<file path="config.mk">
export PLATFORM = sky130hd
export DESIGN_NAME = sm83_alu
export DESIGN_NICKNAME = d
export VERILOG_FILES = /design/src/rtl/sm83_alu_pkg.sv /design/src/rtl/alu_bit_slice.sv /design/src/rtl/alu_carry_lookahead.sv /design/src/rtl/alu_operand_stage.sv /design/src/rtl/alu_result_stage.sv /design/src/rtl/sm83_alu.sv
export SDC_FILE = /design/constraint.sdc
export NUM_CORES = 1
export LEC_CHECK = 0
export CAP_MARGIN = 20
export CORE_ASPECT_RATIO = 2
export CORE_MARGIN = 2
export CORE_UTILIZATION = 60
export CTS_CLUSTER_SIZE = 10
export DETAILED_ROUTE_END_ITERATION = 12
export DONT_BUFFER_PORTS = 1
export GPL_TIMING_DRIVEN = 0
export PLACE_DENSITY = 0.76
export SETUP_SLACK_MARGIN = 0.4
export SLEW_MARGIN = 20
export SYNTH_ARGS = -nofsm -noshare
export SYNTH_HDL_FRONTEND = slang
export SYNTH_SLANG_ARGS = --single-unit
</file>
<file path="constraint.sdc">
create_clock -name clk -period 5.7 [get_ports clk]
set_input_delay 1.425 -clock clk [delete_from_list [all_inputs] [get_ports clk]]
set_output_delay 1.425 -clock clk [all_outputs]
set_load 0.005 [all_outputs]
</file>
<file path="src/rtl/sm83_alu_pkg.sv">
`default_nettype none

package sm83_alu_pkg;

	localparam int alu_width = 8;			// Data path width

	typedef logic [alu_width-1:0] alu_data_t;	// Operand or result byte
	typedef logic [3:0] alu_flags_t;		// Z N H C, Z on top
	typedef logic [2:0] bit_index_t;		// Bit select for BIT/SET/RES
	typedef logic [2:0] slice_ctl_t;		// Slice enables

	localparam int ctl_and = 2;			// Logic AND enable
	localparam int ctl_or = 1;			// Logic OR enable
	localparam int ctl_perm = 0;			// Shifter bypass enable

	typedef enum logic [4:0] {
		op_add = 5'h00,		// a + b
		op_adc = 5'h01,		// a + b + C
		op_sub = 5'h02,		// a - b
		op_sbc = 5'h03,		// a - b - C
		op_cp = 5'h04,		// Compare, difference on result
		op_and = 5'h05,
		op_xor = 5'h06,
		op_or = 5'h07,
		op_rlc = 5'h08,		// Rotate left circular
		op_rrc = 5'h09,		// Rotate right circular
		op_rl = 5'h0a,		// Rotate left through C
		op_rr = 5'h0b,		// Rotate right through C
		op_sla = 5'h0c,		// Shift left, zero fill
		op_sra = 5'h0d,		// Shift right, sign kept
		op_swap = 5'h0e,	// Nibble swap
		op_srl = 5'h0f,		// Shift right, zero fill
		op_bit = 5'h10,		// Test bit
		op_set = 5'h11,
		op_res = 5'h12,
		op_cpl = 5'h13,		// Complement a
		op_ccf = 5'h14,		// Complement carry
		op_scf = 5'h15		// Set carry
	} alu_op_t;

endpackage

`default_nettype wire

</file>
<file path="src/rtl/alu_bit_slice.sv">
`timescale 1ns/100ps
`default_nettype none

// One bit of the G/P array
// The G and P gates are shared with the AND/OR logic ops
module alu_bit_slice (
	input wire e,					// Preprocessed operand 1 bit
	input wire f,					// Operand 2 bit or its complement
	input wire perm,				// Shifter output bit
	input wire sm83_alu_pkg::slice_ctl_t ctl,	// Slice enables
	output logic gen,				// G term to the CLA
	output logic prop,				// P term to the CLA
	output logic half_sum,				// e ^ f and the XOR result
	output logic logic_term				// AND/OR/shift result bit
);
	import sm83_alu_pkg::*;

	logic and_sel;		// AND result gated
	logic or_sel;		// OR result gated
	logic perm_sel;		// Shifter bypass gated

	assign gen = e & f;		// Both set, carry generated
	assign prop = e | f;		// Either set, carry passes

	// P without G is the xor
	assign half_sum = prop & ~gen;

	assign and_sel = ctl[ctl_and] & gen;		// Reuse of G
	assign or_sel = ctl[ctl_or] & prop;		// Reuse of P
	assign perm_sel = ctl[ctl_perm] & perm;		// Shift result passes through

	// Only one enable is up per op
	assign logic_term = and_sel | or_sel | perm_sel;

endmodule

`default_nettype wire

</file>
<file path="src/rtl/alu_carry_lookahead.sv">
`timescale 1ns/100ps
`default_nettype none

// Nibble carry lookahead, all carries in two levels
module alu_carry_lookahead (
	input wire [3:0] gen,		// G terms of the nibble
	input wire [3:0] prop,		// P terms of the nibble
	input wire carry_in,		// Carry into bit 0
	output logic [3:0] carry	// Carries into bits 1..4
);

	assign carry[0] = gen[0]
		| (prop[0] & carry_in);
	assign carry[1] = gen[1]
		| (prop[1] & gen[0])
		| (prop[1] & prop[0] & carry_in);
	assign carry[2] = gen[2]
		| (prop[2] & gen[1])
		| (prop[2] & prop[1] & gen[0])
		| (prop[2] & prop[1] & prop[0] & carry_in);

	// Top carry, nibble carry out
	assign carry[3] = gen[3]
		| (prop[3] & gen[2])
		| (prop[3] & prop[2] & gen[1])
		| (prop[3] & prop[2] & prop[1] & gen[0])
		| (prop[3] & prop[2] & prop[1] & prop[0] & carry_in);

endmodule

`default_nettype wire

</file>
<file path="src/rtl/alu_operand_stage.sv">
`timescale 1ns/100ps
`default_nettype none

module alu_operand_stage (
	input wire clk,
	input wire rst_n,
	input wire in_valid,
	output logic in_ready,
	input wire sm83_alu_pkg::alu_op_t op,
	input wire sm83_alu_pkg::alu_data_t operand_a,
	input wire sm83_alu_pkg::alu_data_t operand_b,
	input wire sm83_alu_pkg::bit_index_t bit_index,
	output logic stage_valid,			// Pipeline register full
	input wire stage_ready,				// Result stage takes item
	output sm83_alu_pkg::alu_op_t stage_op,
	output logic tested_bit,			// a[bit_index] for BIT
	output sm83_alu_pkg::alu_data_t operand_a_q,
	output sm83_alu_pkg::alu_data_t slice_e,
	output sm83_alu_pkg::alu_data_t slice_f,
	output sm83_alu_pkg::alu_data_t slice_perm,
	output sm83_alu_pkg::slice_ctl_t slice_ctl
);
	import sm83_alu_pkg::*;

	alu_data_t bit_mask;		// One-hot of bit_index
	alu_data_t shift_out;		// Shifter result
	alu_data_t e_next;
	alu_data_t f_next;
	slice_ctl_t ctl_next;
	logic accept;			// Input transfer

	assign in_ready = ~stage_valid | stage_ready;	// Empty or draining
	assign accept = in_valid & in_ready;

	assign bit_mask = alu_data_t'(1) << bit_index;

	// Shifter on operand a
	always_comb begin
		case (op)
			op_rlc: shift_out = {operand_a[6:0], operand_a[7]};
			op_rrc: shift_out = {operand_a[0], operand_a[7:1]};
			op_rl: shift_out = {operand_a[6:0], 1'b0};	// C inserted later
			op_rr: shift_out = {1'b0, operand_a[7:1]};	// C inserted later
			op_sla: shift_out = {operand_a[6:0], 1'b0};
			op_sra: shift_out = {operand_a[7], operand_a[7:1]};	// Sign kept
			op_swap: shift_out = {operand_a[3:0], operand_a[7:4]};
			op_srl: shift_out = {1'b0, operand_a[7:1]};
			default: shift_out = '0;
		endcase
	end

	// Slice operands and enables
	always_comb begin
		e_next = operand_a;
		f_next = operand_b;
		ctl_next = '0;
		case (op)
			op_sub, op_sbc, op_cp: f_next = ~operand_b;	// a + ~b + cin
			op_and: ctl_next[ctl_and] = 1'b1;
			op_or: ctl_next[ctl_or] = 1'b1;
			op_rlc, op_rrc, op_rl, op_rr,
			op_sla, op_sra, op_swap, op_srl: begin
				e_next = '0;
				f_next = '0;
				ctl_next[ctl_perm] = 1'b1;		// Shifter bypass
			end
			op_bit: begin
				f_next = '0;
				ctl_next[ctl_or] = 1'b1;		// a passes to result
			end
			op_set: begin
				e_next = operand_a | bit_mask;
				f_next = '0;
				ctl_next[ctl_or] = 1'b1;
			end
			op_res: begin
				e_next = operand_a & ~bit_mask;
				f_next = '0;
				ctl_next[ctl_or] = 1'b1;
			end
			op_cpl, op_ccf, op_scf: begin
				e_next = '0;				// Result from operand_a_q
				f_next = '0;
			end
			default: begin
				e_next = operand_a;			// ADD, ADC, XOR
			end
		endcase
	end

	always_ff @(posedge clk) begin
		if (!rst_n) begin
			stage_valid <= 1'b0;
		end else if (in_ready) begin
			stage_valid <= in_valid;		// Load or empty
		end
	end

	// Payload only moves on accept
	always_ff @(posedge clk) begin
		if (accept) begin
			stage_op <= op;
			tested_bit <= operand_a[bit_index];
			operand_a_q <= operand_a;
			slice_e <= e_next;
			slice_f <= f_next;
			slice_perm <= shift_out;
			slice_ctl <= ctl_next;
		end
	end

endmodule

`default_nettype wire

</file>
<file path="src/rtl/alu_result_stage.sv">
`timescale 1ns/100ps
`default_nettype none

module alu_result_stage (
	input wire clk,
	input wire rst_n,
	input wire stage_valid,
	output logic stage_ready,
	input wire sm83_alu_pkg::alu_op_t stage_op,
	input wire tested_bit,
	input wire sm83_alu_pkg::alu_data_t operand_a_q,
	input wire sm83_alu_pkg::alu_data_t gen,		// From slices
	input wire sm83_alu_pkg::alu_data_t prop,
	input wire sm83_alu_pkg::alu_data_t half_sum,
	input wire sm83_alu_pkg::alu_data_t logic_term,
	output logic out_valid,
	input wire out_ready,
	output sm83_alu_pkg::alu_data_t result,
	output sm83_alu_pkg::alu_flags_t flags		// Z N H C
);
	import sm83_alu_pkg::*;

	logic flag_z;			// Stored flags
	logic flag_c;
	logic carry_in;			// Carry into bit 0
	logic [3:0] carry_lo;		// Carries into bits 1..4
	logic [3:0] carry_hi;		// Carries into bits 5..8
	logic half_carry;		// Out of bit 3
	logic full_carry;		// Out of bit 7
	alu_data_t carry_into;		// Carry into each bit
	alu_data_t sum;
	alu_data_t result_next;
	alu_flags_t flags_next;
	logic zero;			// Result is zero
	logic transfer;

	assign flag_z = flags[3];
	assign flag_c = flags[0];

	always_comb begin
		case (stage_op)
			op_adc: carry_in = flag_c;
			op_sub, op_cp: carry_in = 1'b1;		// Two's complement +1
			op_sbc: carry_in = ~flag_c;		// Borrow subtracts the +1
			default: carry_in = 1'b0;
		endcase
	end

	alu_carry_lookahead u_cla_lo (
		.gen(gen[3:0]),
		.prop(prop[3:0]),
		.carry_in(carry_in),
		.carry(carry_lo)
	);

	alu_carry_lookahead u_cla_hi (
		.gen(gen[7:4]),
		.prop(prop[7:4]),
		.carry_in(carry_lo[3]),			// Chained on nibble carry
		.carry(carry_hi)
	);

	assign half_carry = carry_lo[3];
	assign full_carry = carry_hi[3];
	assign carry_into = {carry_hi[2:0], carry_lo, carry_in};
	assign sum = half_sum ^ carry_into;

	always_comb begin
		case (stage_op)
			op_add, op_adc, op_sub, op_sbc, op_cp: result_next = sum;
			op_xor: result_next = half_sum;
			op_rl: result_next = {logic_term[7:1], flag_c};	// Old C into bit 0
			op_rr: result_next = {flag_c, logic_term[6:0]};	// Old C into bit 7
			op_cpl: result_next = ~operand_a_q;
			op_ccf, op_scf: result_next = operand_a_q;
			default: result_next = logic_term;	// AND, OR, shifts, BIT/SET/RES
		endcase
	end

	assign zero = (result_next == '0);

	always_comb begin
		case (stage_op)
			op_add, op_adc: flags_next = {zero, 1'b0, half_carry, full_carry};
			op_sub, op_sbc, op_cp: flags_next = {zero, 1'b1, ~half_carry, ~full_carry};
			op_and: flags_next = {zero, 3'b010};
			op_xor, op_or, op_swap: flags_next = {zero, 3'b000};
			op_rlc, op_rl, op_sla: flags_next = {zero, 2'b00, operand_a_q[7]};
			op_rrc, op_rr, op_sra, op_srl: flags_next = {zero, 2'b00, operand_a_q[0]};
			op_bit: flags_next = {~tested_bit, 2'b01, flag_c};
			op_cpl: flags_next = {flag_z, 2'b11, flag_c};
			op_ccf: flags_next = {flag_z, 2'b00, ~flag_c};
			op_scf: flags_next = {flag_z, 3'b001};
			default: flags_next = flags;		// SET, RES
		endcase
	end

	assign stage_ready = ~out_valid | out_ready;	// Output empty or leaving
	assign transfer = stage_valid & stage_ready;

	always_ff @(posedge clk) begin
		if (!rst_n) begin
			out_valid <= 1'b0;
			flags <= '0;
		end else begin
			if (stage_ready) begin
				out_valid <= stage_valid;
			end
			if (transfer) begin
				flags <= flags_next;		// Update in request order
			end
		end
	end

	always_ff @(posedge clk) begin
		if (transfer) begin
			result <= result_next;			// Held while stalled
		end
	end

endmodule

`default_nettype wire

</file>
<file path="src/rtl/sm83_alu.sv">
`timescale 1ns/100ps
`default_nettype none

module sm83_alu (
	input wire clk,
	input wire rst_n,
	input wire in_valid,
	output logic in_ready,
	input wire sm83_alu_pkg::alu_op_t op,
	input wire sm83_alu_pkg::alu_data_t operand_a,
	input wire sm83_alu_pkg::alu_data_t operand_b,
	input wire sm83_alu_pkg::bit_index_t bit_index,
	output logic out_valid,
	input wire out_ready,
	output sm83_alu_pkg::alu_data_t result,
	output sm83_alu_pkg::alu_flags_t flags
);
	import sm83_alu_pkg::*;

	logic stage_valid;		// Operand stage to result stage
	logic stage_ready;
	alu_op_t stage_op;
	logic tested_bit;
	alu_data_t operand_a_q;
	alu_data_t slice_e;		// Operand stage to slices
	alu_data_t slice_f;
	alu_data_t slice_perm;
	slice_ctl_t slice_ctl;
	alu_data_t gen;			// Slices to result stage
	alu_data_t prop;
	alu_data_t half_sum;
	alu_data_t logic_term;

	alu_operand_stage u_operand (
		.clk(clk),
		.rst_n(rst_n),
		.in_valid(in_valid),
		.in_ready(in_ready),
		.op(op),
		.operand_a(operand_a),
		.operand_b(operand_b),
		.bit_index(bit_index),
		.stage_valid(stage_valid),
		.stage_ready(stage_ready),
		.stage_op(stage_op),
		.tested_bit(tested_bit),
		.operand_a_q(operand_a_q),
		.slice_e(slice_e),
		.slice_f(slice_f),
		.slice_perm(slice_perm),
		.slice_ctl(slice_ctl)
	);

	for (genvar i = 0; i < alu_width; i++) begin : g_slice
		alu_bit_slice u_slice (
			.e(slice_e[i]),
			.f(slice_f[i]),
			.perm(slice_perm[i]),
			.ctl(slice_ctl),			// Same enables for every bit
			.gen(gen[i]),
			.prop(prop[i]),
			.half_sum(half_sum[i]),
			.logic_term(logic_term[i])
		);
	end

	alu_result_stage u_result (
		.clk(clk),
		.rst_n(rst_n),
		.stage_valid(stage_valid),
		.stage_ready(stage_ready),
		.stage_op(stage_op),
		.tested_bit(tested_bit),
		.operand_a_q(operand_a_q),
		.gen(gen),
		.prop(prop),
		.half_sum(half_sum),
		.logic_term(logic_term),
		.out_valid(out_valid),
		.out_ready(out_ready),
		.result(result),
		.flags(flags)
	);

endmodule

`default_nettype wire

</file>
; After elaboration in Yosys (flattened, before gate mapping)
; Index checks and enable logic that the tools add are counted.
[op_classes]
shifts = 1
mul = 0
n_div = 0
addsub = 0
mux = 11
bitwise_logic = 144
eq_ne = 38
n_lt_le_gt_ge = 1
reduce_logical = 23
[ops]
columns = cell, n
row1 = $pmux W8 S6, 2
row2 = $eq A5 B4 Y1 const B, 16
row3 = $and A1 B1 Y1, 74
row4 = $eq A5 B5 Y1 const B, 10
row5 = $or A1 B1 Y1, 46
row6 = $pmux W4 S10, 1
row7 = $eq A5 B3 Y1 const B, 7
row8 = $not A8 Y8, 3
row9 = $pmux W8 S3, 1
row10 = $eq A5 B2 Y1 const B, 4
row11 = $not A1 Y1, 18
row12 = $pmux W8 S2, 1
row13 = $reduce_or A14 Y1, 1
row14 = $reduce_or A3 Y1, 4
row15 = $reduce_or A11 Y1, 1
row16 = $reduce_bool A10 Y1, 1
row17 = $reduce_or A2 Y1, 5
row18 = $and A8 B8 Y8, 1
row19 = $logic_not A8 Y1, 1
row20 = $or A8 B8 Y8, 1
row21 = $reduce_bool A8 Y1, 1
row22 = $reduce_or A4 Y1, 2
row23 = $reduce_or A8 Y1, 1
row24 = $shl A1 B3 Y8 const A, 1
row25 = other kinds (12), 15
[totals]
mem_count = 0
output_inout_bits = 14
register_bits = 55
mem_bits_rw = 0
inputBits = 28
romBits = 0
latchBits = 0

; Depth between registers and ports, before layout
; Gate-level depths: netlist (run 1).
[depth]
ltp_word = 12
ltp_mapped = 12

; By module
; Synthesis (run 1) repeated with hierarchy kept, for this count alone.
[unflattened]
cells_unflattened = 399
area_unflattened_um2 = 3876.2
[modules_own_cells]
columns = module, area_per_inst_um2, cells_each, instances
row1 = alu_operand_stage, 2180.8, 173, 1
row2 = alu_result_stage, 1197.4, 152, 1
row3 = alu_bit_slice, 52.6, 8, 8
row4 = alu_carry_lookahead, 38.8, 5, 2

; Worst setup path after synthesis (run 1)
; No wires, ideal clock.
[synth_timing]
path_kind = input -> output
startpoint = input port out_ready
endpoint = output port in_ready
arrival_ps = 1692
slack_ps = 2583
path_stages = 2
n_path_buf = 0
cell_sequence = nor2b_1 > nand2_1
[synth_between]
elab_chain_cells = 2
[synth_lines]
columns = element, line_no
row1 = start: declaration, sm83_alu.sv:14  ; input wire out_ready,
row2 = $or A1 B1 Y1, alu_result_stage.sv:98  ; assign stage_ready = ~out_valid | out_ready;
row3 = $or A1 B1 Y1, alu_operand_stage.sv:32  ; assign in_ready = ~stage_valid | stage_ready;
row4 = end: declaration, sm83_alu.sv:8  ; output logic in_ready,
; No other way between the ends.

; Worst setup path in the final report (run 1)
[layout_timing]
startpoint = register u_operand.slice_f[0]
endpoint = register u_result.flags[3]
[layout_lines]
columns = element, line_no
row1 = start: declaration, alu_operand_stage.sv:19  ; output sm83_alu_pkg::alu_data_t slice_f,
row2 = start signal: assignment, alu_operand_stage.sv:106  ; slice_f <= f_next;
row3 = $and A1 B1 Y1 or $or A1 B1 Y1 (tied branches), "alu_bit_slice.sv:22, alu_bit_slice.sv:23"
row4 = "$and A1 B1 Y1, on equally long branches", "alu_carry_lookahead.sv:26, alu_carry_lookahead.sv:27"
row5 = $or A1 B1 Y1 or $and A1 B1 Y1 (tied branches), "alu_carry_lookahead.sv:26, alu_carry_lookahead.sv:27"
row6 = $or A1 B1 Y1 *, alu_carry_lookahead.sv:27  ; | (prop[3] & prop[2] & prop[1] & prop[0] & carry_in);
row7 = $xor A8 B8 Y8 *, alu_result_stage.sv:66  ; assign sum = half_sum ^ carry_into;
row8 = $pmux W8 S6 *, alu_result_stage.sv:69  ; case (stage_op)
row9 = named net u_result.result_next[4], alu_result_stage.sv:32  ; alu_data_t result_next;
row10 = $logic_not A8 Y1 *, alu_result_stage.sv:80  ; assign zero = (result_next == '0);
row11 = $pmux W4 S10 *, alu_result_stage.sv:83  ; case (stage_op)
row12 = end signal: assignment, alu_result_stage.sv:110  ; flags <= flags_next;
row13 = end: declaration, alu_result_stage.sv:19  ; output sm83_alu_pkg::alu_flags_t flags
; The timed path passes the listed nets; every way through them passes the cells marked *.
; A chain may end at the register's enable or synchronous reset.

==> flow_metrics.env, run 1 <==
export IMPL_outcome="completed"
export IMPL_synth_main_ff_cell="edfxtp_1"
export IMPL_critical_path_top_delay_family="compound AO/OA/AOI/OAI gates"
export IMPL_grt_start_max_net_pins=23
export IMPL_synth_cell_types=64
export IMPL_yosys_area_top_type="edfxtp_1"
export IMPL_die_h_um=115
export IMPL_yosysSeqAreaShare_pct=43.0
export IMPL_period_minus_slack_ns=3.21
export IMPL_cts_tree="yes"
export IMPL_power_mw=1.00
export IMPL_register_area_um2=1590
export IMPL_clockPowerShare_pct=32.1
export IMPL_place_congestion=0.901
export IMPL_port_buffers=0
export IMPL_critPathLaunchType="flop"
export IMPL_final_cell_mix="edfxtp_1 (49), nand2_1 (34), o21ai_0 (31), nor2_1 (28), inv_1 (27)"
export IMPL_netlist_area_leader_share_pct=39.8
export IMPL_placementRows=40
export IMPL_hold_slack_ns=0.528
export IMPL_dp_final_hpwl_um=7100
export IMPL_overflow=0
export IMPL_synth_area_um2=3700
export IMPL_grt_setup_unrepaired="no"
export IMPL_root_buffer="clkbuf_16"
export IMPL_reg2reg_from="u_operand.slice_f[0]$_DFFE_PP_"
export IMPL_clock_sinks=55
export IMPL_max_freq_mhz=311
export IMPL_crit_slowest_cell="fa_1"
export IMPL_yosys_warnings=0
export IMPL_powerDensity_nw_per_um2=253
export IMPL_final_common_cell="edfxtp_1"
export IMPL_fin_ws_ns=2.49
export IMPL_first_pass_iters=5
export IMPL_worst_pin_slew_ns=0.949
export IMPL_layout_nets=433
export IMPL_grt_pass1_vias=2918
export IMPL_ys_ff_latch=55
export IMPL_clk_latency_ns=0.30
export IMPL_synth_edf_count=49
export IMPL_p_leak_nw=1.54
export IMPL_post_cts_buffers=0
export IMPL_worstHoldPathType="reg -> reg"
export IMPL_finalClockSkew_ns=0.00366
export IMPL_cp_max_fo=8
export IMPL_setup_violations_final=0
export IMPL_synth_area_top_cells="edfxtp_1 (40%), ha_1 (5.4%), o21ai_0 (4.2%)"
export IMPL_drt_initial_drc_count=208
export IMPL_num_io_pins=42
export IMPL_antenna_cells=0
export IMPL_hold_end="u_result.out_valid$_SDFFE_PN0P_"
export IMPL_stdcell_count=451
export IMPL_syn_to_final_growth_pct=7.07
export IMPL_seqPwrFrac_pct=48.8
export IMPL_slew_headroom_pct=36.7
export IMPL_comb_power_share_pct=19.1
export IMPL_start_util_pct=61.6
export IMPL_syn_nets=425
export IMPL_cp_num_buf_inv=1
export IMPL_hold_viol=0
export IMPL_drtAntennaViolNets=0
export IMPL_antenna_found_initial=0
export IMPL_cts_repair_resized=0
export IMPL_p_sw_share_pct=28.2
export IMPL_final_area_um2=3960
export IMPL_grtUsageTotal_pct=27.8
export IMPL_dieArea_um2=6840
export IMPL_synthCells=379
export IMPL_maxSlewViolCount=0
export IMPL_drc=0
export IMPL_placed_cell_area_um2=3800
export IMPL_p_int_uw=718
export IMPL_core_um2=6010
export IMPL_power_switching_uw=283
export IMPL_maxCapViolCount=0
export IMPL_cp_data_arrival_time_ns=3.44
export IMPL_crit_chain="inv_1 > ha_1 > or4_4 > o2bb2ai_1 > o31ai_4 > fa_1 > nor2_1 > a2111o_1 > nor3_1 > nand4bb_1 > o31ai_2"
export IMPL_max_clock_path_buffers=2
export IMPL_cp_required_ns=5.92
export IMPL_rrSetupSlack_ns=2.49
export IMPL_rr_endpoint="u_result.flags[3]$_SDFFE_PN0P_"
export IMPL_place_ws_ns=2.42
export IMPL_wire_per_inst_um=20.0
export IMPL_avgSynthCellArea_um2=9.76
export IMPL_holdPathStages=1
export IMPL_die_w_um=59.5
export IMPL_fin_util_pct=65.9
export IMPL_avgViaCountPerCell=6.77
export IMPL_period_share_pct=56.4
export IMPL_htree_num_levels=2
export IMPL_fin_tns_setup_ns=0
export IMPL_cts_hold_buffers_added=0
export IMPL_vias=3052
export IMPL_max_stage_delay_ns=0.54
export IMPL_grt_pass1_wl_um=14100
export IMPL_fillers=507
export IMPL_ir_worst_vdd_v=0.000276
export IMPL_clkTransAtPathRegs_ns=0.07
export IMPL_endpoint_kind="flop"
export IMPL_critical_path_class="reg -> reg"
export IMPL_dp_cells=443
export IMPL_drive_gt1_share_pct=8.25
export IMPL_routed_wl_um=9010
export IMPL_multi_input_area_um2=1920
export IMPL_hp_start="u_operand.stage_valid$_SDFFE_PN0N_"
export IMPL_cts_buffers=5
export IMPL_synthArstFlopShare_pct=0
export IMPL_worstRegToRegCells=11
[area by class of cell]
| class | instances | share of cell area (%) |
|---|---|---|
| clock inverter | 3 | 0.727 |
| tap | 63 | 1.99 |
| clock buffer | 5 | 3.16 |
| sequential | 55 | 40.2 |
| buffer | 19 | 2.15 |
| multi-input combinational | 277 | 48.4 |
| timing repair buffer | 1 | 0.695 |
| inverter | 28 | 2.65 |
[power groups by stage]
stage	clock, mW	combinational [mW]	sequential, mW
after global routing	0.339	0.208	0.492
after detailed placement	0	0.187	0.498
after global placement	0	0.179	0.497
after CTS	0.324	0.188	0.489
after floorplan	0	0.143	0.492
final	0.322	0.191	0.488
[state kept, by name (all words and copies together), names as in the netlist]
signal                 count
u_result.flags             4
u_operand.slice_ctl        3
u_operand.slice_perm       8
u_operand.stage_valid      1
u_operand.operand_a_q      8
u_operand.slice_e          8
u_result.result            8
u_result.out_valid         1
u_operand.slice_f          8
u_operand.tested_bit       1
u_operand.stage_op         5
[cells by family (layout without fill, tap and decap cells)]
group                      Yosys count  count (layout)  share of synthesized area [%]
and+or+nand+nor                    129             129                           18.0
AOI/OAI and AO/OA                  114             114                           22.4
DFF                                 55              55                           43.0
buffers and inverters               47              56                           5.14
adders and majority gates           18              18                           6.50
muxes                               13              13                           4.20
xor gates and xnor gates             3               3                          0.711
[synth_stat cells (3+ instances only)]
library cell,number
inv_1,27
ha_1,16
edfxtp_1,49
a222oi_1,4
clkbuf_1,13
nand2_1,34
a211oi_1,3
nor3_1,12
a221o_1,3
o211ai_1,4
mux2i_1,11
or3_1,3
buf_2,5
nand3_1,9
dfxtp_1,6
xnor2_1,3
o21ai_0,31
and2_1,4
o21a_1,4
a21o_1,3
o221ai_1,3
a31oi_1,6
a211o_1,5
a22oi_1,10
nor2_1,28
nand2b_1,11
a21oi_1,17
nor2b_1,7
[worst max-delay path by stage]
| stage | startpoint | end | depth (start not counted) |
|---|---|---|---|
| global placement | out_ready | u_operand.stage_op[1]$_DFFE_PP_ | 3 |
| global route | u_operand.slice_f[1]$_DFFE_PP_ | u_result.flags[3]$_SDFFE_PN0P_ | 11 |
| floorplan | out_ready | in_ready | 2 |
| detailed placement | op[2] | u_operand.slice_f[5]$_DFFE_PP_ | 5 |
| finish | u_operand.slice_f[0]$_DFFE_PP_ | u_result.flags[3]$_SDFFE_PN0P_ | 11 |
| CTS | u_operand.slice_f[0]$_DFFE_PP_ | u_result.flags[3]$_SDFFE_PN0P_ | 11 |
[worst register-to-register path, delay by kind of cell, from the launching register on]
family / cells / cell delay, ns
flip-flops: 1 / 0.37
adder cells (fa/ha/maj): 2 / 0.76
AO/OA/AOI/OAI: 4 / 1.10
AND/OR/NAND/NOR: 4 / 0.82
buffers and inverters: 1 / 0.09
[metal layers]
layer | global-route usage (%) | vias up | part of all wire [%]
li1 | - | 1437 | -
met1 | 26.7 | 1440 | 34
met2 | 50.0 | 133 | 54
met5 | 0 | - | 0
met3 | 4.61 | 42 | 4.6
met4 | 20.6 | 0 | 7.1
Note: power is estimated with default switching activity, not from simulation.
==> run 2, diff against run 1 <==
ABC_AREA = 1   (was not set)
clock period = 3.1 ns   (was 5.7 ns; I/O delays follow)
==> flow_metrics.env, run 2 <==
export IMPL_powerDensity_nw_per_um2=438
export IMPL_period_share_pct=81.3
export IMPL_ys_ff_latch=55
export IMPL_overflow=0
export IMPL_grt_setup_unrepaired="no"
export IMPL_htree_num_levels=2
export IMPL_clock_sinks=55
export IMPL_fillers=613
export IMPL_start_util_pct=61.1
export IMPL_p_leak_nw=1.91
export IMPL_worst_pin_slew_ns=0.817
export IMPL_ir_worst_vdd_v=0.000539
export IMPL_root_buffer="clkbuf_16"
export IMPL_num_io_pins=42
export IMPL_grt_start_max_net_pins=42
export IMPL_slew_headroom_pct=45.4
export IMPL_synthArstFlopShare_pct=0
export IMPL_first_pass_iters=5
export IMPL_avgViaCountPerCell=5.58
export IMPL_worstHoldPathType="reg -> reg"
export IMPL_critical_path_class="reg -> reg"
export IMPL_synth_most_common_cell="nand2_1"
export IMPL_use_met3_pct=5.54
export IMPL_holdPathStages=2
export IMPL_grt_pass1_vias=3319
export IMPL_maxSlewViolCount=0
export IMPL_cts_buffers=5
export IMPL_outcome="completed"
export IMPL_endpoint_kind="flop"
export IMPL_period_minus_slack_ns=2.52
export IMPL_avgSynthCellArea_um2=7.85
export IMPL_worstRegToRegCells=17
export IMPL_cp_max_fo=7
export IMPL_drive_gt1_share_pct=16.0
export IMPL_die_h_um=119
export IMPL_port_buffers=0
export IMPL_synthCells=507
export IMPL_cp_required_ns=3.34
export IMPL_drtAntennaViolNets=0
export IMPL_place_congestion=0.918
export IMPL_vias=3385
export IMPL_yosys_area_top_type="edfxtp_1"
export IMPL_yosysSeqAreaShare_pct=40.0
export IMPL_die_w_um=61.6
export IMPL_routed_wl_um=9720
export IMPL_clkTransAtPathRegs_ns=0.07
export IMPL_drc=0
export IMPL_netlist_area_leader_share_pct=37.0
export IMPL_dp_final_hpwl_um=7770
export IMPL_yosys_top_cells_count="nand2_1 (103), inv_1 (80), edfxtp_1 (49), nor2_1 (48), nand3_1 (30)"
export IMPL_final_common_cell="nand2_1"
export IMPL_grt_pass1_wl_um=15700
export IMPL_cts_tree="yes"
export IMPL_fin_tns_setup_ns=0
export IMPL_dieArea_um2=7340
export IMPL_syn_nets=553
export IMPL_grt_use_met2_pct=47.6
export IMPL_critPathLaunchType="flop"
export IMPL_synth_cell_types=45
export IMPL_max_freq_mhz=397
export IMPL_syn_to_final_growth_pct=7.77
export IMPL_placementRows=42
export IMPL_synth_main_ff_cell="edfxtp_1"
export IMPL_max_clock_path_buffers=2
export IMPL_antenna_found_initial=0
export IMPL_final_cell_mix="nand2_1 (103), inv_1 (78), edfxtp_1 (49), nor2_1 (47), nand3_1 (30)"
export IMPL_yosys_warnings=0
export IMPL_grt_use_met1_pct=34.2
export IMPL_hold_viol=0
export IMPL_drt_initial_drc_count=225
export IMPL_setup_violations_final=0
export IMPL_synth_area_top_cells="edfxtp_1 (37%), nand2_1 (9.7%), inv_1 (7.5%)"
export IMPL_synth_area_um2=3980
export IMPL_finalClockSkew_ns=0.00859
export IMPL_core_um2=6520
export IMPL_antenna_cells=0
export IMPL_busiest_layer="met2"
export IMPL_cp_data_arrival_time_ns=2.76
export IMPL_wire_per_inst_um=16.0
export IMPL_clk_latency_ns=0.30
export IMPL_synth_edf_count=49
export IMPL_power_mw=1.88
export IMPL_maxCapViolCount=0
export IMPL_grtUsageTotal_pct=29.2
export IMPL_layout_nets=564
[run 2: logic make-up (layout without fill, tap and decap cells)]
logic type,count (synthesis),in the layout,synth area share (%)
compound gates,96,96,14.5
flops,55,55,40.0
fa+ha+maj,18,18,6.04
simple gates,246,246,30.4
buf+inv,92,104,8.99
[run 2: final cells by class]
cell class	count	area (um^2)	area share (%)
inverters	87	328	7.65
flip-flops and latches	55	1590	37.1
clock buffers	6	129	3.01
clock inverters	2	12.5	0.292
multi-input cells	360	2060	48.0
well taps	88	110	2.57
plain buffers	5	30.0	0.700
repair buffers	4	30.0	0.700
[run 2: timing repair]
item                                    in CTS  in global routing
hold buffers                                 0                  0
endpoints found under the hold margin        0                  0
setup buffers                                0                  4
gates resized for setup                      0                  8
endpoints found under the setup margin       0                  1
[run 2: path summary, 6_finish.rpt]
path / start / endpoint / slack (ns)
worst max-delay path: u_operand.stage_op[0]$_DFFE_PP_ / u_result.flags[3]$_SDFFE_PN0P_ / 0.58
worst max register to register: u_operand.stage_op[0]$_DFFE_PP_ / u_result.flags[3]$_SDFFE_PN0P_ / 0.58
worst min-delay path: u_result.flags[1]$_SDFFE_PN0P_ / u_result.flags[1]$_SDFFE_PN0P_ / 0.49
worst min register to register: u_result.flags[1]$_SDFFE_PN0P_ / u_result.flags[1]$_SDFFE_PN0P_ / 0.49
[run 2: critical path: stages, from the launching register on]
cell and delay [ns]:
edfxtp_1 0.56, nor2_4 0.20, nand2_2 0.07, nand2_2 0.08
nand2_4 0.06, nand2_4 0.08, nand2_2 0.06, nand2_4 0.09
inv_1 0.08, fa_1 0.48, inv_1 0.05, a21boi_2 0.14
nand3_2 0.08, nor2_1 0.09, nand2_1 0.07, nor2_2 0.09
nand3_2 0.08, a21oi_2 0.10
[run 2: per-stage QoR]
stage          instance area (um^2)  setup WS [ns]  hold WS [ns]  util, %  std cells
3_5_place_dp                   4090          0.407         0.481     62.7        595
6_report                       4290          0.578         0.487     65.8        607
4_1_cts                        4230          0.506         0.491     64.9        603
3_3_place_gp                   4090          0.460         0.481     62.7        595
2_1_floorplan                  3980          0.773         0.460        -        507
5_1_grt                        4290          0.410         0.514     65.8        607
[run 2: power by group]
part / internal (mW) / switching (mW) / total, mW / leakage [nW]
logic: 0.146 / 0.283 / 0.429 / 1.30
registers: 0.877 / 0.0352 / 0.912 / 0.534
clock network: 0.298 / 0.239 / 0.538 / 0.0669
total: 1.32 / 0.558 / 1.88 / 1.91
[run 2: layer usage]
metal	wire length, um	vias to the layer above
met2	5090	93
li1	-	1710
met3	350	36
met1	3680	1546
met4	595	0
met5	0	-
==> run 3, diff against run 2 <==
ABC_AREA = 0   (was 1)
clock period = 2.4 ns   (was 3.1 ns; I/O delays follow)
==> flow_metrics.env, run 3 (synthesis gave the netlist of run 1 again) <==
export IMPL_period_minus_slack_ns=3.02
export IMPL_avgViaCountPerCell=6.67
export IMPL_slew_headroom_pct=40.2
export IMPL_clock_sinks=55
export IMPL_rrSetupSlack_ns=-0.62
export IMPL_fin_ws_ns=-0.621
export IMPL_grtUsageTotal_pct=28.6
export IMPL_grt_pass1_vias=3039
export IMPL_hp_start="operand_a[4]"
export IMPL_timing_critical_path_from="u_operand.slice_f[0]$_DFFE_PP_"
export IMPL_violations="setup timing"
export IMPL_powerDensity_nw_per_um2=582
export IMPL_hold_slack_ns=0.393
export IMPL_fin_util_pct=69.4
export IMPL_antenna_found_initial=0
export IMPL_path_depth=11
export IMPL_clk_latency_ns=0.30
export IMPL_cp_data_arrival_time_ns=3.24
export IMPL_holdPathStages=0
export IMPL_maxCapViolCount=0
export IMPL_ir_worst_vdd_v=0.000484
export IMPL_drive_gt1_share_pct=17.0
export IMPL_routed_wl_um=9370
export IMPL_wire_per_inst_um=20.2
export IMPL_start_util_pct=61.6
export IMPL_antenna_cells=0
export IMPL_grt_setup_unrepaired="yes"
export IMPL_grt_start_max_net_pins=42
export IMPL_first_pass_iters=7
export IMPL_critical_path_class="reg -> reg"
export IMPL_setup_violations_final=10
export IMPL_reg2reg_from="u_operand.slice_f[0]$_DFFE_PP_"
export IMPL_cp_required_ns=2.62
export IMPL_outcome="complete, but fails checks"
export IMPL_overflow=0
export IMPL_grt_pass1_wl_um=14500
export IMPL_p_leak_nw=1.63
export IMPL_crit_path_end="u_result.flags[3]$_SDFFE_PN0P_"
export IMPL_hold_viol=0
export IMPL_crit_chain="inv_2 > ha_4 > or4_4 > a211oi_4 > o31ai_4 > fa_1 > nor2_1 > a2111o_1 > nor3_2 > nand4bb_1 > o31ai_2"
export IMPL_root_buffer="clkbuf_16"
export IMPL_worstHoldPathType="in -> reg"
export IMPL_die_h_um=115
export IMPL_cp_num_buf_inv=1
export IMPL_max_clock_path_buffers=2
export IMPL_critical_path_top_delay_family="compound AO/OA/AOI/OAI gates"
export IMPL_syn_to_final_growth_pct=12.8
export IMPL_num_io_pins=42
export IMPL_clkTransAtPathRegs_ns=0.08
export IMPL_final_common_cell="edfxtp_1"
export IMPL_max_freq_mhz=331
export IMPL_max_stage_delay_ns=0.52
export IMPL_vias=3097
export IMPL_final_cell_mix="edfxtp_1 (49), nand2_1 (33), o21ai_0 (30), inv_1 (25), nor2_1 (25)"
export IMPL_period_share_pct=126
export IMPL_place_ws_ns=-0.740
export IMPL_dieArea_um2=6840
export IMPL_maxSlewViolCount=0
export IMPL_cts_buffers=5
export IMPL_worst_pin_slew_ns=0.898
export IMPL_port_buffers=0
export IMPL_crit_slowest_cell="or4_4"
export IMPL_die_w_um=59.5
export IMPL_rr_endpoint="u_result.flags[3]$_SDFFE_PN0P_"
export IMPL_finalClockSkew_ns=0.00934
export IMPL_placementRows=40
export IMPL_place_congestion=0.950
export IMPL_drc=0
export IMPL_cts_tree="yes"
export IMPL_worstRegToRegCells=11
export IMPL_endpoint_kind="flop"
export IMPL_htree_num_levels=2
export IMPL_dp_final_hpwl_um=7060
export IMPL_layout_nets=446
export IMPL_drt_initial_drc_count=175
export IMPL_core_um2=6010
export IMPL_cp_max_fo=2
export IMPL_drtAntennaViolNets=0
export IMPL_critPathLaunchType="flop"
==> run 3: changes by cell type in the layout (fill, tap and decap cells not counted), moves of 7 or more <==
cell      previous run  this run
mux2i_1              0        11
nand2_1            103        33
a21oi_1             26        17
nor2_1              47        25
nand2_2             16         1
nand3_2             10         1
buf_4                4        14
nor2b_1              0         7
nand3_1             30         8
nand2b_1             0        11
a22oi_1              1        10
nor2_2               9         1
inv_1               78        25
==> run 3: worst min-delay path by stage <==
stage / endpoint
6_report: u_operand.operand_a_q[4]$_DFFE_PP_
5_1_grt: u_operand.operand_a_q[4]$_DFFE_PP_
4_1_cts: u_operand.operand_a_q[4]$_DFFE_PP_
3_5_place_dp: u_result.out_valid$_SDFFE_PN0P_
3_3_place_gp: u_result.out_valid$_SDFFE_PN0P_
2_1_floorplan: u_result.out_valid$_SDFFE_PN0P_
==> run 3: power by group <==
| group | internal [mW] | switching, mW |
|---|---|---|
| registers | 1.12 | 0.0380 |
| logic | 0.214 | 0.292 |
| clock network | 0.404 | 0.357 |
==> run 3: what timing repair did <==
action | 4_1_cts | 5_1_grt
hold buffers | 0 | 0
gates resized for setup | 14 | 15
pin swaps | 12 | 10
setup endpoints to repair | 20 | 20
setup buffers | 8 | 6
==> run 3: metal layers <==
| layer | share of wire, % | vias to the layer above | track usage (%) |
|---|---|---|---|
| li1 | - | 1457 | - |
| met1 | 33 | 1413 | 27.0 |
| met2 | 55 | 176 | 52.6 |
| met3 | 5.4 | 51 | 4.72 |
| met4 | 6.8 | 0 | 19.9 |
| met5 | 0 | - | 0 |
==> run 3: final cells by class <==
class                   instances  area (um^2)
plain buffers                  19          100
clock inverters                 3         33.8
inverters                      28          105
flip-flops and latches         55         1590
repair buffers                 14          109
fillers                       470         1840
multi-input cells             277         2030
well taps                      63         78.8
clock buffers                   5          125
==> run 3: worst register-to-register path: stages, from the launching register on <==
cell       delay, ns
edfxtp_1        0.41
inv_2           0.08
ha_4            0.16
or4_4           0.52
a211oi_4        0.32
o31ai_4         0.14
fa_1            0.50
nor2_1          0.04
a2111o_1        0.32
nor3_2          0.13
nand4bb_1       0.15
o31ai_2         0.18
==> run 3: through the flow <==
stage	instance area, um^2	total power [mW]	setup TNS [ns]	cells
floorplan	3730	1.52	-0.509	379
finish	4170	2.43	-2.34	464
global placement	3800	1.61	-1.54	442
global route	4170	2.52	-2.72	464
CTS	4080	2.40	-1.63	458
detailed placement	3800	1.62	-1.66	442
